===== config.mk =====
export PLATFORM = sky130hd
export DESIGN_NAME = regFile
export DESIGN_NICKNAME = d
export VERILOG_FILES = /design/src/cpuPkg.sv /design/src/regFile.sv
export SDC_FILE = /design/constraint.sdc
export NUM_CORES = 1
export LEC_CHECK = 0
export BUFFER_PORTS_ARGS = -buffer_cell sky130_fd_sc_hd__buf_2
export CORE_MARGIN = 5
export CORE_UTILIZATION = 54
export CTS_CLUSTER_DIAMETER = 100
export DETAILED_ROUTE_END_ITERATION = 16
export PLACE_DENSITY_LB_ADDON = 0.15
export SLEW_MARGIN = 20
export SYNTH_ARGS = -nofsm -noshare
export SYNTH_HDL_FRONTEND = slang
export SYNTH_SLANG_ARGS = --single-unit

===== constraint.sdc =====
create_clock -name clk -period 4.2 [get_ports clk]
set_input_delay 0.84 -clock clk [delete_from_list [all_inputs] [get_ports clk]]
set_output_delay 0.84 -clock clk [all_outputs]
set_load 0.01 [all_outputs]

===== src/cpuPkg.sv =====
`default_nettype none

package cpuPkg;

  // Machine word and register address sizes
  localparam int DataWidth = 16;
  localparam int RegAddrWidth = 4;

  // Opcode in instr[15:12]
  typedef enum logic [3:0] {
    OpAdd  = 4'h0,
    OpAddz = 4'h1,
    OpSub  = 4'h2,
    OpAnd  = 4'h3,
    OpNor  = 4'h4,
    OpSll  = 4'h5,
    OpSrl  = 4'h6,
    OpSra  = 4'h7,
    OpLw   = 4'h8,
    OpSw   = 4'h9,
    OpLhb  = 4'ha,
    OpLlb  = 4'hb,
    OpB    = 4'hc,
    OpJal  = 4'hd,
    OpJr   = 4'he,
    OpHlt  = 4'hf
  } opcodeE;

  // Branch condition in instr[11:9]
  typedef enum logic [2:0] {
    CondNe     = 3'd0,
    CondEq     = 3'd1,
    CondGt     = 3'd2,
    CondLt     = 3'd3,
    CondGe     = 3'd4,
    CondLe     = 3'd5,
    CondOv     = 3'd6,
    CondUncond = 3'd7
  } branchCondE;

  // ALU operation select
  typedef enum logic [2:0] {
    FuncAdd = 3'd0,
    FuncSub = 3'd1,
    FuncAnd = 3'd2,
    FuncNor = 3'd3,
    FuncSll = 3'd4,
    FuncSrl = 3'd5,
    FuncSra = 3'd6,
    FuncLhb = 3'd7
  } aluFuncE;

  // Sequencer states
  typedef enum logic [2:0] {
    StIdle      = 3'd0,
    StFetch     = 3'd1,
    StDecode    = 3'd2,
    StExecute   = 3'd3,
    StMemWait   = 3'd4,
    StWriteback = 3'd5,
    StHalted    = 3'd6
  } cpuStateE;

  // Flag update mode, bit 0 enables zr and bit 1 enables ne and ov
  localparam logic [1:0] FlagNone = 2'b00;
  localparam logic [1:0] FlagZero = 2'b01;
  localparam logic [1:0] FlagAll  = 2'b11;

endpackage

`default_nettype wire


===== src/regFile.sv =====
`timescale 1ns/10ps
`default_nettype none

module regFile import cpuPkg::*; (
  input  logic                    clk,
  input  logic                    reset,
  input  logic [RegAddrWidth-1:0] readAddr0,
  input  logic [RegAddrWidth-1:0] readAddr1,
  input  logic [RegAddrWidth-1:0] dbgAddr,
  input  logic [RegAddrWidth-1:0] writeAddr,
  input  logic                    writeEn,
  input  logic [DataWidth-1:0]    writeData,
  output logic [DataWidth-1:0]    readData0,
  output logic [DataWidth-1:0]    readData1,
  output logic [DataWidth-1:0]    dbgData
);

  localparam int NumRegs = 1 << RegAddrWidth;

  logic [DataWidth-1:0] regs [NumRegs];

  // R0 is never written, so it holds the zero from reset
  always_ff @(posedge clk) begin
    if (reset) begin
      for (int i = 0; i < NumRegs; i++) begin
        regs[i] <= '0;
      end
    end else if (writeEn && (writeAddr != '0)) begin
      regs[writeAddr] <= writeData;
    end
  end

  // Reads are combinational, a write shows up the next cycle
  assign readData0 = regs[readAddr0];
  assign readData1 = regs[readAddr1];
  assign dbgData = regs[dbgAddr];

endmodule

`default_nettype wire


==> out/metrics.cfg <==
[yosys]
async_reset_ff_frac=0
ys_seq_area_frac=0.508
syn_area_um2=15100
synthTopCellsByArea=edfxtp_1, mux4_2, and2_1
synth_seq_cells=256
syn_area_per_cell_um2=15.5
synth_edf_count=256
synth_top_area_share=0.508
synth_ff_type=edfxtp_1
yosysMostFrequentCell=edfxtp_1
netlist_top_cells_count=edfxtp_1, and2_1, mux4_2
yosysWarnings=0
yosysUniqueCellTypes=21
synth_top_area_cell=edfxtp_1
synth_cells=979

[final_layout]
top_regs=regs x256
largest_reg_flops=256
fin_cells=1461
utilization=0.618
final_layout_size_suffix_gt1_frac=0.356
fin_nets=1096
insertedDiodeCount=0
largest-register=regs
synthToLayoutAreaGrowth_pct=13.1

[flow_run]
cap_viol_max_count=0

[routing]
drt-total-wl_um=45400
via_count=9862
firstDrtPassIters=5
drc=0
wl_per_cell_um=31.1
final_antenna_net_count=0
drtIter0Drc=1279
detail_route.vias_per_cell=6.75

[clock_network]
cts_made_buffers=29
clk_pin_slew_ns=0.06
cts_setup_buffers=0
htree_levels=1
cts.sink_count=256
cts_hold_buf=0
cts_max_path_buffers=3
cts_resized=0
cts_tree=yes
ctsRootBufferMaster=clkbuf_16

[sta]
final.min_clock_period_ns=3.55
fmax_ghz=0.281
timing.final.crit_share=0.846
hold_viol_final=0
max_slew_margin=0.484
slew_viol_final=0
fin_tns_setup_ns=0
setup_viol_count_final=0
timing.final.ws_setup_ns=0.647
rsz0062_at_grt=no
tightestPinTransition_ns=0.774
hold_slack_ns=0.783

[hold_path]
hold_path_class=input port to register
min_to=regs[14][4]
hold_depth=2
worstHoldStart=writeData[4]

[floorplanning]
io_pins=83
dieArea_um2=31500
start_util=0.547
rows=61
die_x_um=177
core-area_um2=27700
die_h_um=177

[placed_design]
dp.cells=1408
pre_cts_slack_ns=0.646
hpwl_um=28200
place_congestion=0.856
io_buffer_count=82

[worst_setup_path]
cpMaxStageDelayCell=mux4_2
cp_slowest_stage_delay_ns=0.53
crit_fanout=24
arrival_ns=2.71
crit_chain=buf_4, buf_12, mux4_2, a22oi_1, nand2_1, buf_2
cp.required_ns=3.36
critPathKind=input port to primary output
end_kind=primary output
cp-start-kind=input port

[global_route]
grt_usage=0.295
grt_pass1_wl_um=66800
grt_pass1_vias=10294
grt_overflow=0
antenna_found_initial=0
grt_max_degree=39

[pwr]
leakage_uw=0.00604
powerDensity_nw_per_um2=388
vdd_drop_max_mv=0.349

[outcome]
status=finished, final reports clean

## critical path: cells and delay by family
| family | cells | cell delay (ns) |
|---|---|---|
| AOI/OAI and AO/OA | 1 | 0.41 |
| buffers and inverters | 3 | 0.75 |
| muxes | 1 | 0.53 |
| and+or+nand+nor | 1 | 0.13 |
## layout by cell type (no fill, tap or decap), types with 4 or more instances in the layout
master and count:
clkinv_2 4, and2_1 243, clkbuf_1 6, buf_2 79, buf_4 47, edfxtp_1 256, buf_12 7, nor2_1 12
nand2_1 49, a22oi_1 96, clkinv_1 9, mux4_2 192, or2_2 15, conb_1 16, clkbuf_16 29, bufinv_16 5
nor2b_1 6
## cell type report
| type | count | area (um2) |
|---|---|---|
| repair buffers | 133 | 888 |
| flip-flops and latches | 256 | 7690 |
| fillers | 2147 | 10600 |
| clock inverters | 18 | 204 |
| multi-input cells | 641 | 7120 |
| well taps | 378 | 473 |
| clock buffers | 35 | 748 |
## layer usage
layer  share of wire  wire length, um  vias to the layer above  track usage
li1                -                -                     4057            -
met1            0.36            16600                     5072        0.407
met2            0.49            22000                      623        0.475
met3            0.10             4650                      110       0.0505
met4           0.048             2160                        0        0.121
met5               0                0                        -            0
## cells by family after synthesis
| kind of cell | count (synthesis) | synth area share |
|---|---|---|
| AOI/OAI and AO/OA | 96 | 0.0476 |
| buffers and inverters | 97 | 0.0264 |
| DFF | 256 | 0.508 |
| muxes | 192 | 0.286 |
| other | 1 | 0.000248 |
| and+or+nand+nor | 337 | 0.133 |
## metrics by stage
stage          total power (uW)  instance area, um2
2_1_floorplan              3730               15200
3_3_place_gp               4100               16200
3_5_place_dp               4110               16200
4_1_cts                    6660               17100
5_1_grt                    6850               17100
6_report                   6640               17100
## how the worst max path moves through the flow
stage	start	endpoint	slack [ns]
finish	dbgAddr[0]	dbgData[3]	0.65
global route	dbgAddr[0]	dbgData[3]	0.61
CTS	dbgAddr[0]	dbgData[3]	0.64
detailed placement	dbgAddr[0]	dbgData[3]	0.65
global placement	dbgAddr[0]	dbgData[3]	0.67
floorplan	dbgAddr[0]	dbgData[10]	1.20
## power by group
| part | switching [uW] | total [uW] | internal (uW) |
|---|---|---|---|
| Combinational | 526 | 994 | 468 |
| Clock | 1010 | 2570 | 1560 |
| Sequential | 107 | 3080 | 2970 |
(Power assumes the default switching activity.)
