--- src/cpuPkg.sv ---
`default_nettype none

package cpuPkg;

  // Machine word and register address sizes
  localparam int DataWidth = 16;
  localparam int RegAddrWidth = 4;

  // Opcode in instr[15:12]
  typedef enum logic [3:0] {
    OpAdd  = 4'h0,
    OpAddz = 4'h1,
    OpSub  = 4'h2,
    OpAnd  = 4'h3,
    OpNor  = 4'h4,
    OpSll  = 4'h5,
    OpSrl  = 4'h6,
    OpSra  = 4'h7,
    OpLw   = 4'h8,
    OpSw   = 4'h9,
    OpLhb  = 4'ha,
    OpLlb  = 4'hb,
    OpB    = 4'hc,
    OpJal  = 4'hd,
    OpJr   = 4'he,
    OpHlt  = 4'hf
  } opcodeE;

  // Branch condition in instr[11:9]
  typedef enum logic [2:0] {
    CondNe     = 3'd0,
    CondEq     = 3'd1,
    CondGt     = 3'd2,
    CondLt     = 3'd3,
    CondGe     = 3'd4,
    CondLe     = 3'd5,
    CondOv     = 3'd6,
    CondUncond = 3'd7
  } branchCondE;

  // ALU operation select
  typedef enum logic [2:0] {
    FuncAdd = 3'd0,
    FuncSub = 3'd1,
    FuncAnd = 3'd2,
    FuncNor = 3'd3,
    FuncSll = 3'd4,
    FuncSrl = 3'd5,
    FuncSra = 3'd6,
    FuncLhb = 3'd7
  } aluFuncE;

  // Sequencer states
  typedef enum logic [2:0] {
    StIdle      = 3'd0,
    StFetch     = 3'd1,
    StDecode    = 3'd2,
    StExecute   = 3'd3,
    StMemWait   = 3'd4,
    StWriteback = 3'd5,
    StHalted    = 3'd6
  } cpuStateE;

  // Flag update mode, bit 0 enables zr and bit 1 enables ne and ov
  localparam logic [1:0] FlagNone = 2'b00;
  localparam logic [1:0] FlagZero = 2'b01;
  localparam logic [1:0] FlagAll  = 2'b11;

endpackage

`default_nettype wire

--- src/instrDecode.sv ---
`timescale 1ns/10ps
`default_nettype none

module instrDecode import cpuPkg::*; (
  input  logic [DataWidth-1:0]    instr,
  input  logic [DataWidth-1:0]    pcPlusOne,
  input  logic                    zr,
  input  logic                    ne,
  input  logic                    ov,
  output logic [RegAddrWidth-1:0] srcAddr0,
  output logic [RegAddrWidth-1:0] srcAddr1,
  output logic [RegAddrWidth-1:0] dstAddr,
  output logic                    regWriteEn,
  output logic                    memReadEn,
  output logic                    memWriteEn,
  output logic                    memToReg,
  output logic                    src1Sel,
  output logic [3:0]              shamt,
  output aluFuncE                 aluFunc,
  output logic                    isJal,
  output logic                    isJr,
  output logic                    isHalt,
  output logic [DataWidth-1:0]    nextAddr
);

  opcodeE op;
  branchCondE cond;
  logic isBranch;
  logic isShift;
  logic taken;
  logic [DataWidth-1:0] branchOffset;
  logic [DataWidth-1:0] jalOffset;

  assign op = opcodeE'(instr[15:12]);
  assign cond = branchCondE'(instr[11:9]);

  // Control transfer opcodes
  assign isBranch = (op == OpB);
  assign isJal = (op == OpJal);
  assign isJr = (op == OpJr);
  assign isHalt = (op == OpHlt);
  assign isShift = (op == OpSll) || (op == OpSrl) || (op == OpSra);

  // LHB merges into its own destination, so that register is read as source 0
  assign srcAddr0 = (op == OpLhb) ? instr[11:8] : instr[7:4];

  // Shifter sits on the second operand
  // SW data register also comes through port 1 since its offset is immediate
  assign srcAddr1 = isShift ? instr[7:4] :
                    (op == OpSw) ? instr[11:8] : instr[3:0];

  // JAL links into R15
  // ADDZ sees the flags after its own execute and drops to R0 unless zr is set
  assign dstAddr = isJal ? '1 :
                   ((op == OpAddz) && !zr) ? '0 : instr[11:8];

  // All ALU class ops write back, plus loads, byte loads and the link
  assign regWriteEn = !instr[15] || (op == OpLw) || (op == OpLlb) ||
                      (op == OpLhb) || isJal;
  assign memReadEn = (op == OpLw);
  assign memWriteEn = (op == OpSw);
  assign memToReg = (op == OpLw);

  // Upper half of the opcode space takes its second operand from the immediate
  assign src1Sel = instr[15];

  // Shift amount from the immediate, LLB shifts its byte down by 8
  assign shamt = instr[15] ? 4'h8 : instr[3:0];

  always_comb begin
    case (op)
      OpSub:   aluFunc = FuncSub;
      OpAnd:   aluFunc = FuncAnd;
      OpNor:   aluFunc = FuncNor;
      OpSll:   aluFunc = FuncSll;
      OpSrl:   aluFunc = FuncSrl;
      OpSra:   aluFunc = FuncSra;
      OpLhb:   aluFunc = FuncLhb;
      // Sign extends the byte sitting in the high half
      OpLlb:   aluFunc = FuncSra;
      // ADD, ADDZ and address generation for LW and SW
      default: aluFunc = FuncAdd;
    endcase
  end

  // Branch condition against the held flags
  always_comb begin
    case (cond)
      CondNe:  taken = !zr;
      CondEq:  taken = zr;
      CondGt:  taken = !(zr || ne);
      CondLt:  taken = ne;
      CondGe:  taken = !ne;
      CondLe:  taken = ne || zr;
      CondOv:  taken = ov;
      default: taken = 1'b1;
    endcase
  end

  assign branchOffset = {{7{instr[8]}}, instr[8:0]};
  assign jalOffset = {{4{instr[11]}}, instr[11:0]};

  // JR target is a register value and gets picked in the sequencer
  assign nextAddr = (isBranch && taken) ? pcPlusOne + branchOffset :
                    isJal ? pcPlusOne + jalOffset : pcPlusOne;

endmodule

`default_nettype wire

--- config.mk ---
export PLATFORM = sky130hd
export DESIGN_NAME = instrDecode
export DESIGN_NICKNAME = d
export VERILOG_FILES = /design/src/cpuPkg.sv /design/src/instrDecode.sv
export SDC_FILE = /design/constraint.sdc
export NUM_CORES = 1
export LEC_CHECK = 0
export BUFFER_PORTS_ARGS = -buffer_cell sky130_fd_sc_hd__buf_2
export CORE_UTILIZATION = 45
export DETAILED_ROUTE_END_ITERATION = 8
export GPL_ROUTABILITY_DRIVEN = 0
export GPL_TIMING_DRIVEN = 0
export PLACE_DENSITY = 0.81
export SLEW_MARGIN = 20
export SYNTH_ARGS = -nofsm -noshare
export SYNTH_HDL_FRONTEND = slang
export SYNTH_SLANG_ARGS = --single-unit
--- constraint.sdc ---
create_clock -name vclk -period 2.4
set_input_delay 0.24 -clock vclk [all_inputs]
set_output_delay 0.24 -clock vclk [all_outputs]
set_load 0.01 [all_outputs]
==> impl_metrics.toml <==
[run_status]
outcome = "finished with violations"
failed_checks = "setup timing"

[synthesis]
ys_top_cells_by_count = "29 x nand2_1, 25 x ha_1, 24 x a21oi_1"
synth_top_family_by_area = "compound AO/OA/AOI/OAI gates"
synth-adder-area-share = 0.201
seq_area_frac_synth = 0
ys_warn_count = 0
syn_avg_cell_area_um2 = 6.80
synthDistinctLibCells = 48
synth.cell_area_um2 = 1650
synth.top_cell.area_share = 0.189
synthSimpleGateAreaFrac = 0.260
syn-instance-count = 243
synth.largest_area_cell = "ha_1"
synth_nets = 304
synthMuxAreaShare = 0.108
synth_xor_xnor_area_share = 0.0954
synth_area_leaders = "ha_1 19%, a21oi_1 7.3%, nand2_1 6.6%, mux2i_1 6.1%, xnor2_1 5.3%"
synth-compound-area-share = 0.290
synth_most_common_cell = "nand2_1"

[worst_setup_path]
cp_common_cell = "a21o_1"
worst-path-buf-inv = 3
cpPeakStageDelay_ns = 0.35
crit_chain = "buf_8 -> ha_4 -> fa_2 -> a21o_1 -> a21o_1 -> a21oi_2 -> buf_4 -> o31ai_2 -> a21o_1 -> xor2_1 -> nand2_1 -> a31oi_1 -> buf_2"
required_ns = 2.16
end_kind = "primary output"
cp_max_fo = 3
crit_path_top_delay_cell = "fa_2"
arrival_ns = 2.36
cp_top_family = "compound AO/OA/AOI/OAI gates"
critPathLaunchType = "primary input"
worstSetupPathType = "primary input to primary output"

[cts]
cts_hold_buffers = 0

[sta]
maxSlewViolCount = 0
fin_crit_ns = 2.60
rsz0062_at_grt = "true"
setup_slack_ns = -0.200
finalCritPeriodShare = 1.08
setup_violations = 5
worst_slew_pin_slew_ns = 0.497
hold_viol = 0
slew_headroom = 0.668
clock.fmax_mhz = 385

[global_routing]
overflow = 0
grt_pass1_vias = 1900
grt_max_degree = 13
track_usage = 0.257
antenna_found_initial = 0
grt_first_pass_wirelength_um = 8490

[finish]
postLayoutCellArea_um2 = 2410
fillers = 280
nets = 391
design.seq.count = 0
seqCellArea_um2 = 0
layoutNonFillerInstCount = 374
drive_above_1_share = 0.387
utilization = 0.705
area_delta_synth_final_pct = 45.8
diodes = 0
num-clock-buffers = 0

[routing]
viasPerCell = 5.60
wl_per_cell_um = 13.8
via_count = 2096
drt_iter0_drc = 98
drtPass1Iterations = 4
drt-total-wl_um = 5170
antenna_left = 0
drc_errors = 0

[die]
floorplan.initialDensity = 0.484
coreArea_um2 = 3420
die_h_um = 62.6
fp.dieArea_um2 = 3920
die_w_um = 62.6
rows = 21
pin_count = 78

[place]
placed_area_um2 = 2120
dp_cells = 366
dpl.hpwl_um = 3690
io_buffers = 77

[job]
cap_violations = 0

[power]
power.leakage_nw = 1.20
vdd_ir_drop_max_mv = 0.153
power_density_nw_per_um2 = 240
finalPower_mw = 0.578

[hold_path]
worstHoldPathType = "primary input to primary output"
-- placed cells by master (no fill, tap or decap), types with 2 or more instances in the layout --
cell type / Yosys / layout
ha_1: 25 / 17
buf_8: 0 / 3
buf_6: 0 / 4
o21ai_1: 14 / 13
a21o_1: 9 / 9
a21oi_2: 0 / 5
mux2_2: 4 / 4
or3_1: 3 / 3
a31oi_1: 5 / 5
mux2i_1: 10 / 10
nor3_1: 5 / 5
clkbuf_1: 5 / 4
a21oi_1: 24 / 19
o21ai_0: 9 / 9
nor2b_1: 6 / 6
buf_4: 2 / 12
nand3_1: 7 / 7
nor2_1: 22 / 22
and3_1: 2 / 2
nand2_1: 29 / 29
xor2_1: 8 / 8
mux2_1: 3 / 2
nor4_1: 2 / 2
inv_1: 7 / 7
ha_4: 0 / 8
xnor2_1: 10 / 10
buf_2: 3 / 72
-- stage by stage --
stage	setup slack (ns)	TNS (ns)	hold slack [ns]
2_1_floorplan	-0.0114	-0.0114	0.568
3_3_place_gp	-0.406	-2.32	0.664
3_5_place_dp	-0.431	-2.61	0.663
4_1_cts	-0.156	-0.501	0.663
5_1_grt	-0.349	-1.54	0.668
6_report	-0.200	-0.789	0.662
-- power breakdown --
group,total (mW),switching [mW],internal [mW]
Clock,0,0,0
Sequential,0,0,0
Combinational,0.578,0.308,0.270
-- cells by family after synthesis --
kind of cell	count (synthesis)
buffers and inverters	17
adder cells (fa/ha/maj)	26
AND/OR/NAND/NOR	88
XOR/XNOR	18
multiplexers	17
AO/OA/AOI/OAI	77
-- repair_timing --
item	in CTS	in global routing
gates resized for setup	35	6
setup endpoints to repair	14	16
pin swaps	10	8
setup buffers	8	2
-- cell type report --
type	count	area, um2	share of cell area
inverter	7	26.3	0.0109
multi-input combinational	226	1770	0.735
buffer	9	47.5	0.0197
timing repair buffer	86	508	0.211
tap	46	57.6	0.0239
-- metal layers --
layer  part of all wire  track usage
met1               0.45        0.325
met2               0.49        0.466
met3              0.039       0.0146
met4              0.019       0.0669
met5                  0            0
-- final timing paths --
check | start | endpoint | slack, ns | cells past startpoint
max | instr[0] | nextAddr[10] | -0.20 | 13
min | instr[15] | src1Sel | 0.66 | 2
Power figures use the tool's default switching activity.
