[config.mk]
export PLATFORM = sky130hd
export DESIGN_NAME = controlFsm
export DESIGN_NICKNAME = d
export VERILOG_FILES = /design/src/cpuPkg.sv /design/src/controlFsm.sv
export SDC_FILE = /design/constraint.sdc
export NUM_CORES = 1
export LEC_CHECK = 0
export BUFFER_PORTS_ARGS = -buffer_cell sky130_fd_sc_hd__buf_2
export CAP_MARGIN = 5
export CORE_MARGIN = 4
export CORE_UTILIZATION = 43
export CTS_CLUSTER_DIAMETER = 50
export DETAILED_ROUTE_END_ITERATION = 6
export HOLD_SLACK_MARGIN = 0.05
export MAX_ROUTING_LAYER = met4
export PLACE_DENSITY_LB_ADDON = 0.05
export SETUP_SLACK_MARGIN = 0.15
export SYNTH_ARGS = -nofsm -noshare
export SYNTH_HDL_FRONTEND = slang
export SYNTH_SLANG_ARGS = --single-unit
[constraint.sdc]
create_clock -name clk -period 3.2 [get_ports clk]
set_input_delay 0.32 -clock clk [delete_from_list [all_inputs] [get_ports clk]]
set_output_delay 0.32 -clock clk [all_outputs]
set_load 0.005 [all_outputs]
[src/cpuPkg.sv]
`default_nettype none

package cpuPkg;

  // Machine word and register address sizes
  localparam int DataWidth = 16;
  localparam int RegAddrWidth = 4;

  // Opcode in instr[15:12]
  typedef enum logic [3:0] {
    OpAdd  = 4'h0,
    OpAddz = 4'h1,
    OpSub  = 4'h2,
    OpAnd  = 4'h3,
    OpNor  = 4'h4,
    OpSll  = 4'h5,
    OpSrl  = 4'h6,
    OpSra  = 4'h7,
    OpLw   = 4'h8,
    OpSw   = 4'h9,
    OpLhb  = 4'ha,
    OpLlb  = 4'hb,
    OpB    = 4'hc,
    OpJal  = 4'hd,
    OpJr   = 4'he,
    OpHlt  = 4'hf
  } opcodeE;

  // Branch condition in instr[11:9]
  typedef enum logic [2:0] {
    CondNe     = 3'd0,
    CondEq     = 3'd1,
    CondGt     = 3'd2,
    CondLt     = 3'd3,
    CondGe     = 3'd4,
    CondLe     = 3'd5,
    CondOv     = 3'd6,
    CondUncond = 3'd7
  } branchCondE;

  // ALU operation select
  typedef enum logic [2:0] {
    FuncAdd = 3'd0,
    FuncSub = 3'd1,
    FuncAnd = 3'd2,
    FuncNor = 3'd3,
    FuncSll = 3'd4,
    FuncSrl = 3'd5,
    FuncSra = 3'd6,
    FuncLhb = 3'd7
  } aluFuncE;

  // Sequencer states
  typedef enum logic [2:0] {
    StIdle      = 3'd0,
    StFetch     = 3'd1,
    StDecode    = 3'd2,
    StExecute   = 3'd3,
    StMemWait   = 3'd4,
    StWriteback = 3'd5,
    StHalted    = 3'd6
  } cpuStateE;

  // Flag update mode, bit 0 enables zr and bit 1 enables ne and ov
  localparam logic [1:0] FlagNone = 2'b00;
  localparam logic [1:0] FlagZero = 2'b01;
  localparam logic [1:0] FlagAll  = 2'b11;

endpackage

`default_nettype wire

[src/controlFsm.sv]
`timescale 1ns/10ps
`default_nettype none

module controlFsm import cpuPkg::*; #(
  parameter int MemLatency = 3
) (
  input  logic                 clk,
  input  logic                 reset,
  input  logic                 start,
  input  logic [DataWidth-1:0] instrIn,
  input  logic                 isHalt,
  input  logic                 isJr,
  input  logic                 isJal,
  input  logic                 memReadEn,
  input  logic                 memWriteEn,
  input  logic                 memToReg,
  input  logic                 regWriteEn,
  input  logic [DataWidth-1:0] nextAddr,
  input  logic [DataWidth-1:0] jrTarget,
  input  logic [DataWidth-1:0] aluResult,
  input  logic [DataWidth-1:0] memReadData,
  input  logic                 timerDone,
  output logic [DataWidth-1:0] instrAddr,
  output logic [DataWidth-1:0] instr,
  output logic [DataWidth-1:0] pcPlusOne,
  output logic [DataWidth-1:0] regWriteData,
  output logic                 regWe,
  output logic                 aluEn,
  output logic                 dataWe,
  output logic                 timerLoad,
  output logic                 busy,
  output logic                 halted,
  output logic [DataWidth-1:0] cycleCount,
  output cpuStateE             state
);

  cpuStateE stateNext;
  logic [DataWidth-1:0] pc;
  logic [DataWidth-1:0] pcNext;
  logic startAccept;
  logic isMemAccess;

  assign busy = (state != StIdle) && (state != StHalted);
  assign halted = (state == StHalted);
  assign startAccept = start && !busy;
  assign isMemAccess = memReadEn || memWriteEn;
  assign pcPlusOne = pc + 1'b1;

  always_comb begin
    stateNext = state;
    case (state)
      StIdle, StHalted: begin
        if (start) stateNext = StFetch;
      end
      StFetch: stateNext = StDecode;
      StDecode: stateNext = isHalt ? StHalted : StExecute;
      // With no latency the access completes inside execute
      StExecute: stateNext = (isMemAccess && (MemLatency > 0)) ? StMemWait : StWriteback;
      StMemWait: begin
        if (timerDone) stateNext = StWriteback;
      end
      StWriteback: stateNext = StFetch;
      default: stateNext = StIdle;
    endcase
  end

  // PC target for the coming fetch
  always_comb begin
    pcNext = pc;
    if (startAccept) begin
      pcNext = '0;
    end else if (state == StWriteback) begin
      pcNext = isJr ? jrTarget : nextAddr;
    end
  end

  // Instruction memory reads are registered, so it sees the next PC one cycle early
  assign instrAddr = pcNext;

  always_ff @(posedge clk) begin
    if (reset) begin
      state <= StIdle;
      pc <= '0;
      cycleCount <= '0;
    end else begin
      state <= stateNext;
      pc <= pcNext;
      if (startAccept) begin
        cycleCount <= '0;
      end else if (busy) begin
        cycleCount <= cycleCount + 1'b1;
      end
    end
  end

  // Instruction register
  always_ff @(posedge clk) begin
    if (state == StFetch) begin
      instr <= instrIn;
    end
  end

  // Strobes, one cycle each
  assign aluEn = (state == StExecute);
  assign dataWe = (state == StExecute) && memWriteEn;
  assign timerLoad = (state == StExecute) && isMemAccess;
  assign regWe = (state == StWriteback) && regWriteEn;

  // Writeback source
  assign regWriteData = isJal ? pcPlusOne :
                        memToReg ? memReadData : aluResult;

endmodule

`default_nettype wire

==> results.sh <==
export IMPL_drt_pass1_iterations=4
export IMPL_max_slew_worst_pin_slew_ns=0.645
export IMPL_setup_tns_final_ns=0
export IMPL_cts_sink_count=51
export IMPL_cp_cell_sequence="xor2_2 > nor3_2 > buf_4 > nor2_1 > buf_2"
export IMPL_timing_reg2reg_setup_slack_ns=1.06
export IMPL_hpwlAfterDp_mm=7.03
export IMPL_combPwrFrac=0.289
export IMPL_fin_total_pwr_w=0.00169
export IMPL_timing_hold_worst_class="input port to flop"
export IMPL_worstSkewPairLatency_ns=0.30
export IMPL_report_final_hold_viol_count=0
export IMPL_intPower_w=0.00112
export IMPL_tritoncts_num_buffers=5
export IMPL_design_area_final_um2=3950
export IMPL_status="finished clean"
export IMPL_endpoint_of_the_worst_hold_timing_path="instr[6]"
export IMPL_regToRegEndpoint="cycleCount[5]"
export IMPL_syn_inst=338
export IMPL_grt_pass1_vias=2766
export IMPL_share_clk_of_total_power=0.225
export IMPL_synth_warnings=0
export IMPL_tritoncts_clock_tree="done"
export IMPL_worst_hold_startpoint="instrIn[6]"
export IMPL_synth_edf_count=16
export IMPL_most_common_layout_cells="buf_2, nor2_1, dfxtp_1, mux2i_1, a21oi_1"
export IMPL_gp_congestion=0.875
export IMPL_synth_fp_nets=431
export IMPL_post_dp_cell_area_um2=3850
export IMPL_sw_frac_of_total=0.337
export IMPL_netlist_area_um2=2910
export IMPL_share_of_cells_above_drive_strength_1=0.386
export IMPL_post_cts_buffers=0
export IMPL_worst_supply_voltage_drop_on_vdd_mv=0.230
export IMPL_global_route_usage_total=0.212
export IMPL_synth_avg_cell_area_um2=8.60
export IMPL_synth_distinct_cells=37
export IMPL_post_cts_resize_count=0
export IMPL_regToRegStartpoint="state[0]"
export IMPL_drc=0
export IMPL_via_count=3083
export IMPL_finalWorstPathRequiredPeriod_ns=2.34
export IMPL_max_slew_margin_rel=0.570
export IMPL_grt_first_pass_wirelength_mm=13.9
export IMPL_grt_overflow=0
export IMPL_final_core_util=0.612
export IMPL_starting_utilization_of_the_core_area=0.450
export IMPL_worst_setup_hold_path_clk_slew_ns=0.09
export IMPL_place_port_buffers=179
export IMPL_critical_path_required_ns=2.88
export IMPL_final_setup_viol_count=0
export IMPL_crit_family="flip-flops"
export IMPL_route_antenna_remaining_nets=0
export IMPL_boundaryPins=180
export IMPL_max_clock_path_buffers=2
export IMPL_antenna_cells=0
export IMPL_final_worst_path_cycle_share=0.731
export IMPL_drtIter0Drc=116
export IMPL_wirelength_mm=8.71
export IMPL_sequential_cell_area_um2=1180
export IMPL_fill_cells=607
export IMPL_timing_fmax_mhz=427
export IMPL_drv_max_cap_violation_count=0
export IMPL_async_flop_share=0
export IMPL_rows=29
export IMPL_holdPathStages=1
export IMPL_static_leakage_power_nw=2.01
export IMPL_placeableCoreArea_um2=6460
export IMPL_area_growth_synth_to_final_pct=35.9
export IMPL_cp_data_arrival_time_ns=2.02
export IMPL_floorplan_die_width_um=90.2
export IMPL_critical_path_slowest_cell="dfxtp_1"
export IMPL_reg2regPathDepth=4
export IMPL_number_of_flip_flops_and_latches_in_the_synthesized_netlist=51
export IMPL_worstPathBufferInverterCount=2
export IMPL_clock_tree_htree_level_count=2
export IMPL_grt_antenna_before_repair=0
export IMPL_fp_dieH_um=90.2
export IMPL_switching_power_w=0.000570
export IMPL_worstSetupPathType="flop to output pin"
export IMPL_power_per_standard_cell_area_nw_per_um2=428
export IMPL_grt_start_max_net_pins=33
export IMPL_postSynth_topFlopCell="dfxtp_1"
export IMPL_area_occupied_by_multi_input_gates_um2=1640
export IMPL_sequentialPowerShare=0.487
export IMPL_final_nets=600
export IMPL_yosysSeqAreaShare=0.406
export IMPL_final_max_slew_viol_count=0
export IMPL_most_common_cell_after_layout_fill_and_taps_aside="buf_2"
export IMPL_critical_path_max_fanout=15
export IMPL_startpoint_type="flop"
export IMPL_timing_critical_path_to_type="output pin"
export IMPL_finClkSkew_ns=0.00912
export IMPL_clk_root_buf="clkbuf_8"
export IMPL_viasPerCell=5.27
export IMPL_routed_wire_length_per_instance_um=14.9
export IMPL_area_of_the_die_um2=8140
export IMPL_max_stage_delay_ns=0.69
export IMPL_rsz_0062_raised_after_global_routing="false"
export IMPL_cts_hold_buffers=0
-- cells in the mapped netlist (all sizes together) (3+ instances only) --
cell type | instances | area share
dfxtp | 35 | 0.24
o21ai | 12 | 0.023
and3 | 7 | 0.015
and2 | 3 | 0.0065
a21o | 11 | 0.028
mux2i | 33 | 0.11
nand2 | 13 | 0.017
nor3 | 3 | 0.0052
inv | 6 | 0.0077
xnor2 | 9 | 0.027
xor2 | 13 | 0.042
and4 | 3 | 0.0090
edfxtp | 16 | 0.17
or3 | 3 | 0.0065
o31ai | 5 | 0.013
o211ai | 4 | 0.010
clkbuf | 18 | 0.023
nand4 | 8 | 0.017
a21oi | 29 | 0.050
nor2 | 69 | 0.089
or4 | 6 | 0.015
nor4 | 5 | 0.011
nand3 | 9 | 0.015
-- metrics by stage --
step	hold slack, ns	instances	setup slack, ns
finish	0.186	585	0.861
global route	0.161	585	0.641
CTS	0.174	585	0.840
detailed placement	0.484	577	1.11
global placement	0.459	577	1.18
floorplan	0.389	338	0.873
-- sequential cells by signal (all words and copies together), names as in the netlist --
name	count
cycleCount	16
instr	16
pc	16
state	3
-- cell families after synthesis --
group	after synthesis	share of synthesized area
XOR/XNOR	22	0.0688
AO/OA/AOI/OAI	70	0.149
multiplexers	33	0.114
adder cells (fa/ha/maj)	2	0.00860
buffers and inverters	26	0.0344
AND/OR/NAND/NOR	134	0.219
flip-flops	51	0.406
-- power groups by stage --
stage                     Sequential [W]  Combinational [W]  Clock [W]
after detailed placement        0.000838           0.000494          0
after global routing            0.000835           0.000547   0.000421
after global placement          0.000832           0.000488          0
final                           0.000824           0.000489   0.000380
after CTS                       0.000822           0.000497   0.000393
after floorplan                 0.000807           0.000304          0
-- final cells by class --
cell class / count / share of cell area
Sequential cell: 51 / 0.299
Inverter: 6 / 0.00570
Timing Repair Buffer: 182 / 0.232
Clock inverter: 3 / 0.00697
Clock buffer: 5 / 0.0174
Multi-Input combinational cell: 261 / 0.414
Tap cell: 77 / 0.0244
-- worst register-to-register path: stages (launching register included) --
cell and delay (ns):
dfxtp_1 0.72, inv_1 0.26, a31o_2 0.47, or4_1 0.57, nand2_1 0.07
-- how the worst max path moves through the flow --
stage                     cells after the start     start       endpoint
after floorplan                               3  state[0]       instr[0]
after global placement                        4  state[0]  cycleCount[5]
after detailed placement                      4  state[0]  cycleCount[5]
after CTS                                     5  state[1]  instrAddr[12]
after global routing                          5  state[1]   instrAddr[4]
final                                         5  state[1]   instrAddr[5]
-- routing by layer --
metal  vias to the layer above  wire (um)  track usage
met5                         -          0            -
met4                         0         60       0.0383
met3                         6        721       0.0476
met2                       131       4310        0.373
met1                      1401       3620        0.252
li1                       1545          -            -
No activity file was read; power rests on OpenSTA's default activity.
