## config.mk

```make
export PLATFORM = sky130hd
export DESIGN_NAME = alu
export DESIGN_NICKNAME = d
export VERILOG_FILES = /design/src/cpuPkg.sv /design/src/alu.sv
export SDC_FILE = /design/constraint.sdc
export NUM_CORES = 1
export LEC_CHECK = 0
export BUFFER_PORTS_ARGS = -buffer_cell sky130_fd_sc_hd__buf_2
export CORE_ASPECT_RATIO = 1.75
export CORE_MARGIN = 2
export CORE_UTILIZATION = 60
export DETAILED_ROUTE_END_ITERATION = 10
export MAX_ROUTING_LAYER = met4
export PLACE_DENSITY_LB_ADDON = 0.1
export SLEW_MARGIN = 25
export SYNTH_ARGS = -nofsm -noshare
export SYNTH_HDL_FRONTEND = slang
export SYNTH_SLANG_ARGS = --single-unit
```

## constraint.sdc

```tcl
create_clock -name clk -period 6 [get_ports clk]
set_clock_uncertainty 0.05 [all_clocks]
set_input_delay 0.9 -clock clk [delete_from_list [all_inputs] [get_ports clk]]
set_output_delay 0.9 -clock clk [all_outputs]
set_load 0.01 [all_outputs]
```

## src/cpuPkg.sv

```systemverilog
`default_nettype none

package cpuPkg;

  // Machine word and register address sizes
  localparam int DataWidth = 16;
  localparam int RegAddrWidth = 4;

  // Opcode in instr[15:12]
  typedef enum logic [3:0] {
    OpAdd  = 4'h0,
    OpAddz = 4'h1,
    OpSub  = 4'h2,
    OpAnd  = 4'h3,
    OpNor  = 4'h4,
    OpSll  = 4'h5,
    OpSrl  = 4'h6,
    OpSra  = 4'h7,
    OpLw   = 4'h8,
    OpSw   = 4'h9,
    OpLhb  = 4'ha,
    OpLlb  = 4'hb,
    OpB    = 4'hc,
    OpJal  = 4'hd,
    OpJr   = 4'he,
    OpHlt  = 4'hf
  } opcodeE;

  // Branch condition in instr[11:9]
  typedef enum logic [2:0] {
    CondNe     = 3'd0,
    CondEq     = 3'd1,
    CondGt     = 3'd2,
    CondLt     = 3'd3,
    CondGe     = 3'd4,
    CondLe     = 3'd5,
    CondOv     = 3'd6,
    CondUncond = 3'd7
  } branchCondE;

  // ALU operation select
  typedef enum logic [2:0] {
    FuncAdd = 3'd0,
    FuncSub = 3'd1,
    FuncAnd = 3'd2,
    FuncNor = 3'd3,
    FuncSll = 3'd4,
    FuncSrl = 3'd5,
    FuncSra = 3'd6,
    FuncLhb = 3'd7
  } aluFuncE;

  // Sequencer states
  typedef enum logic [2:0] {
    StIdle      = 3'd0,
    StFetch     = 3'd1,
    StDecode    = 3'd2,
    StExecute   = 3'd3,
    StMemWait   = 3'd4,
    StWriteback = 3'd5,
    StHalted    = 3'd6
  } cpuStateE;

  // Flag update mode, bit 0 enables zr and bit 1 enables ne and ov
  localparam logic [1:0] FlagNone = 2'b00;
  localparam logic [1:0] FlagZero = 2'b01;
  localparam logic [1:0] FlagAll  = 2'b11;

endpackage

`default_nettype wire

```

## src/alu.sv

```systemverilog
`timescale 1ns/10ps
`default_nettype none

module alu import cpuPkg::*; (
  input  logic                 clk,
  input  logic                 reset,
  input  logic                 aluEn,
  input  aluFuncE              func,
  input  logic [DataWidth-1:0] opA,
  input  logic [DataWidth-1:0] opB,
  input  logic [3:0]           shamt,
  input  logic [7:0]           imm8,
  input  logic [1:0]           flagMode,
  output logic [DataWidth-1:0] result,
  output logic                 zr,
  output logic                 ne,
  output logic                 ov
);

  localparam int Msb = DataWidth - 1;

  logic [DataWidth-1:0] sum;
  logic [DataWidth-1:0] diff;
  logic sumOv;
  logic diffOv;
  logic resultOv;

  assign sum = opA + opB;
  assign diff = opA - opB;

  // Signed overflow when the result sign disagrees with the operands
  assign sumOv = (opA[Msb] == opB[Msb]) && (sum[Msb] != opA[Msb]);
  assign diffOv = (opA[Msb] != opB[Msb]) && (diff[Msb] != opA[Msb]);

  always_comb begin
    resultOv = 1'b0;
    case (func)
      FuncAdd: begin
        result = sum;
        resultOv = sumOv;
      end
      FuncSub: begin
        result = diff;
        resultOv = diffOv;
      end
      FuncAnd: result = opA & opB;
      FuncNor: result = ~(opA | opB);
      // Shifter works on the second operand
      FuncSll: result = opB << shamt;
      FuncSrl: result = opB >> shamt;
      FuncSra: result = $signed(opB) >>> shamt;
      // Immediate into the high byte, low byte kept
      default: result = {imm8, opA[7:0]};
    endcase
  end

  // Flags only move on the execute cycle
  always_ff @(posedge clk) begin
    if (reset) begin
      zr <= 1'b0;
      ne <= 1'b0;
      ov <= 1'b0;
    end else if (aluEn) begin
      if (flagMode[0]) begin
        zr <= (result == '0);
      end
      if (flagMode[1]) begin
        ne <= result[Msb];
        ov <= resultOv;
      end
    end
  end

endmodule

`default_nettype wire

```

==> metrics.txt, run 1 <==
I/O pin count 71; post-synthesis cell area 4705 µm²; Final Power 0.5967 mW; Syn Area/Cell 7.128 µm²; post-synth cell types 75; # rows 42; status completed; ys async rst share 0%; CTS tree built; CTS Buf Count 3; Mapped Nets 763; final setup margin 1.162 ns; pre-CTS setup slack 1.287 ns; fin crit period 4.838 ns; PostCTS Resize Cnt 0; hold crit path type reg -> reg; Setup crit end kind primary output; dpl cell area 4979 µm²; Max Clk Rate 0.2067 GHz; Final Setup Violations 0; Sink Count 3; Max-Slew Margin vs Limit 16.92%; Avg WL per Cell 24.32 µm; CP max stage delay 0.49 ns; Syn Inst Count 660; Initial DRC Count 843; antenna violations before repair 0; crit path DAT 3.89 ns; Synthesis Warnings 0; fin cells 772; register area 60.06 µm²; clock tree root driver cell clkbuf_16; Slew @ Worst Pin 1.235 ns; main flop type after synthesis dfxtp_1; total track usage 44.87%; period utilization 80.63%; core box area 7567 µm²; Post-synth EDFFs 0; Initial Util 62.17%; register bit count reported by yosys 3; vias in the first global route 5479; Max Root-Sink Buffers 2; unrepaired setup endpoints after global routing no; first-pass GRT wire length 29.33 mm; Die Wd 70.94 µm; crit path cell chain buf_2 -> inv_1 -> ha_1 -> inv_1 -> nor4_1 -> nor2b_1 -> a21oi_1 -> nor3b_1 -> or4_1 -> a41oi_1 -> buf_2; Buf+Inv Stages, Crit Path 4; via count 5799; P_leak 2.174 nW; synth top area cells ha_1 13%, mux4_2 12%, mux2i_1 5.3%; Detailed Route WL 18.78 mm; multi-input logic area 4215 µm²; commonest non-fill, non-tap cell in the layout buf_2; kind of cell adding the most delay to the critical path simple AND/OR/NAND/NOR gates; post-route ant nets 0; Pins Over Slew Limit 0; design area 5059 µm²; DRC 0; post-DP HPWL 14.44 mm; flop-to-flop setup slack 5.19 ns; commonest cells after routing, fill and taps aside 70 x buf_2, 61 x nor2_1, 54 x inv_1; Worst-Skew Late Latency 0.24 ns; register area share after synthesis 1.277%; DIE HEIGHT 121.1 µm; first-pass detailed-route iteration total 7; CP Launch Type input port; power per standard cell area 118.0 nW/µm²; CTS H-Tree Depth 1; crit path max fanout 11; filler instances 715; share of layout cells above drive strength 1 18.42%; pin count of the biggest net entering global routing 44; slowest CP cell or4_1; number of port buffers 70; Layout Nets 788; routability congestion estimate 1.126; diode count 0; VDD IR max 165.0 µV; global route overflow 0; Vias per Instance 7.512; share of the synthesized area in the top cell type 13.03%; synth-to-layout area growth 7.527%; Hold-fix buffers, CTS 0; Crit Path Category in -> out; clk slew on worst S/H paths 0.04 ns; area leader, netlist ha_1; Die ar. 8593 µm²; postcts setup bufs 0; Post-Route Setup TNS 0 ns; Max-Cap Viols 0; placed insts 768; Hold Fails Final Rpt 0; Worst EP required 5.05 ns
-- cell type report --
class	count	area share (%)
Sequential cell	3	1.187
Clock buffer	4	1.558
Multi-Input combinational cell	547	83.33
Timing Repair Buffer	75	7.668
Inverter	55	4.081
Tap cell	88	2.177
-- metal layers --
layer  share of wire, %  vias to the layer above  GRT usage (%)
met4                8.1                        0          26.42
met5                  0                        -              -
met2                 49                      452          76.40
met3                9.4                      123          4.568
li1                   -                     2547              -
met1                 34                     2677          50.16
-- power breakdown --
part           switching, mW  internal [mW]
sequential          0.000342         0.0209
clock                 0.0264         0.0885
combinational          0.287          0.174
-- worst paths after layout --
check / startpoint / end / depth (start not counted)
worst min register to register: ne / ne / 2
worst max-delay path: opB[4] / result[15] / 11
worst min-delay path: ne / ne / 2
worst max register to register: zr / zr / 2
-- registers in the layout, indices dropped and copies added (netlist names) --
signal,count
ne,1
zr,1
ov,1
-- synth_stat cells, drive strengths merged (8+ instances only) --
master	count
mux4	25
ha	49
o31ai	9
o21ai	36
a21oi	46
mux2i	25
o211ai	12
clkbuf	36
nor2	61
nand2	48
buf	19
a211oi	12
mux2	10
nor2b	15
o221ai	8
nand2b	13
nor3	19
inv	54
nand3	16
-- worst min-delay path: stages (launching register included) --
cell and delay (ns):
dfxtp_1 0.30, nand2_1 0.05, a21oi_1 0.05
-- stage by stage --
step / utilization (%) / hold WS (ns)
final: 66.85 / 0.3973
after global routing: 66.85 / 0.4087
after CTS: 66.83 / 0.4003
after detailed placement: 65.79 / 0.3950
after global placement: 65.79 / 0.3947
after floorplan: - / 0.4245
-- cells by family after synthesis --
kind of cell	Yosys count	share of synthesized area [%]
buf+inv	110	9.361
mux	60	19.68
fa+ha+maj	51	13.88
simple gates	217	22.95
flops	3	1.277
compound gates	214	31.92
xor+xnor	5	0.9310
Power figures use the tool's default switching activity.
==> run 2: changes to the inputs <==
Settings changed: ABC_AREA set to 1, CORE_UTILIZATION 60 to 54.
Clock period 6 ns to 4.1 ns, I/O delays scaled along.
==> metrics.txt, run 2 <==
status completed; Syn Area/Cell 4.876 µm² (-32%); Vias per Instance 5.909 (-21%); post-synthesis cell area 4506 µm² (-4.2%); CTS tree built; Max Clk Rate 0.2855 GHz; Slew @ Worst Pin 0.5459 ns (-0.6890 ns); main flop type after synthesis dfxtp_1; hold path endpoint ov; synth-to-layout area growth 8.748%; diode count 0 (unchanged); Mapped Nets 1027 (+35%); ys async rst share 0% (unchanged); CTS Buf Count 3 (unchanged); Max Root-Sink Buffers 2 (unchanged); hold_sp ov; total track usage 40.80% (-4.1 points); Pins Over Slew Limit 0 (unchanged); area leader, netlist nand2_1; first-pass GRT wire length 28.27 mm (-3.6%); Sink Count 3 (unchanged); M3 GR Usage 3.074% (-1.5 points); DRC 0 (unchanged); Crit Path Category in -> out; Post-synth EDFFs 0 (unchanged); DIE HEIGHT 124.8 µm (+3.1%); # rows 44 (+4.8%); Hold Fails Final Rpt 0 (unchanged); Hold-fix buffers, CTS 0 (unchanged); crit path max fanout 6 (-5); GR Layer Usage met2 73.87% (-2.5 points); power per standard cell area 167.2 nW/µm² (+42%); Hold Crit Depth 2 (unchanged); r2r endpoint ov; Final Setup Violations 0 (unchanged); post-synth cell types 34 (-55%); via count 6264 (+8.0%); first-pass detailed-route iteration total 7 (unchanged); flop-to-flop setup slack 3.39 ns (-1.80 ns); Max-Slew Margin vs Limit 63.57% (+47 points); register area 60.06 µm² (unchanged); share of layout cells above drive strength 1 10.33% (-8.1 points); end-of-flow core utilization 59.73% (-7.1 points); share of the synthesized area in the top cell type 25.74% (+13 points); number of port buffers 70 (unchanged); register area share after synthesis 1.333% (+0.056 points); commonest non-fill, non-tap cell in the layout nand2_1; routability congestion estimate 1.113 (-1.1%); post-route ant nets 0 (unchanged); global route overflow 0 (unchanged); Initial DRC Count 587 (-30%); CTS H-Tree Depth 1 (unchanged); grt peak-use layer met2; clock tree root driver cell clkbuf_16; I/O pin count 71 (unchanged); unrepaired setup endpoints after global routing no; commonest cells after routing, fill and taps aside 309 x nand2_1, 172 x nand3_1, 131 x inv_1; fin crit period 3.503 ns; Synthesis Warnings 0 (unchanged); Worst Reg-to-Reg Cells 2 (unchanged); Die ar. 9119 µm² (+6.1%); Detailed Route WL 18.42 mm (-1.9%); Worst R2R Start ov; antenna violations before repair 0 (unchanged); met1 Resource Use GR 39.71% (-10 points); filler instances 954 (+33%); crit path DAT 2.84 ns (-1.05 ns); postcts setup bufs 0 (unchanged); register bit count reported by yosys 3 (unchanged); largest registers ne x1, ov x1, zr x1; Initial Util 54.93% (-7.2 points); Worst-Skew Late Latency 0.23 ns (about the same); most frequent cell after synthesis nand2_1; clk slew on worst S/H paths 0.03 ns (about the same); Syn Inst Count 924 (+40%); P_leak 3.062 nW (+41%); pin count of the biggest net entering global routing 33 (-25%); period utilization 85.43%; post-DP HPWL 15.49 mm (+7.3%); core box area 8203 µm² (+8.4%); Max-Cap Viols 0 (unchanged); Die Wd 73.05 µm (+3.0%); hold crit path type reg -> reg; vias in the first global route 5918 (+8.0%); VDD IR max 165.7 µV (+0.45%); Avg WL per Cell 17.37 µm (-29%); final setup margin 0.5973 ns (-0.5647 ns); multi-input logic area 3729 µm² (-12%); Post-synth top cells 309 x nand2_1, 172 x nand3_1, 131 x inv_1, 102 x nor2_1, 49 x ha_1; crit path from opB[0]; Worst EP required 3.43 ns (-1.62 ns); CP Launch Type input port; Layout Nets 1072 (+36%); pre-CTS setup slack 0.6832 ns (-0.6035 ns); synth top area cells nand2_1 26%, nand3_1 19%, ha_1 14%; Post-Route Setup TNS 0 ns (unchanged); Setup crit end kind primary output; PostCTS Resize Cnt 0 (unchanged)
==> run 2: cell type report <==
cell class,count,area share [%]
Multi-Input combinational cell,748,76.10
Tap cell,92,2.349
Inverter,139,10.70
Timing Repair Buffer,74,8.018
Sequential cell,3,1.226
Clock buffer,4,1.609
==> run 2: metrics by stage <==
stage / hold slack (ns) / cell area, µm² / std cells / power (mW)
after floorplan: 0.4800 / 4506 / 924 / 0.4467
after global placement: 0.4736 / 4821 / 1056 / 0.6425
after detailed placement: 0.4674 / 4821 / 1056 / 0.6421
after CTS: 0.4765 / 4900 / 1060 / 0.8011
after global routing: 0.4854 / 4900 / 1060 / 0.8870
final: 0.4919 / 4900 / 1060 / 0.8190
==> run 2: metal layers <==
metal / up-vias / wire length, µm
met3: 125 / 1070
li1: 3020 / -
met5: - / 0
met1: 2753 / 6315
met4: 0 / 1640
met2: 366 / 9390
==> run 2: critical path, stage by stage <==
cell     delay (ns)
buf_2          0.14
ha_1           0.26
inv_1          0.10
fa_1           0.40
inv_1          0.09
nand3_1        0.09
nand2_1        0.16
nand2_1        0.09
nand2_1        0.15
nand2_1        0.08
nand2_1        0.10
nand2_1        0.06
nand2_1        0.06
nor2_1         0.05
nor2_1         0.13
nand3_1        0.11
buf_2          0.16
==> run 2: logic make-up (layout without fill, tap and decap cells) <==
logic type,Yosys count,in the layout,synth area share (%)
AOI/OAI and AO/OA,71,71,8.748
xor gates and xnor gates,2,2,0.3889
adders and majority gates,51,51,14.50
buffers and inverters,173,217,15.91
DFF,3,3,1.333
and+or+nand+nor,624,624,59.12
==> run 2: worst max path at each step <==
stage               slack [ns]  cells past startpoint    endpoint
floorplan                 1.35                     14  result[10]
global placement          0.66                     17  result[10]
detailed placement        0.68                     17  result[10]
CTS                       0.68                     17  result[10]
global route              0.45                     17  result[10]
finish                    0.60                     17  result[10]
==> run 2: power breakdown <==
| group | internal, mW | switching [mW] | total, mW |
|---|---|---|---|
| clock | 0.128 | 0.0281 | 0.157 |
| sequential | 0.0307 | 0.000812 | 0.0315 |
| combinational | 0.195 | 0.436 | 0.631 |
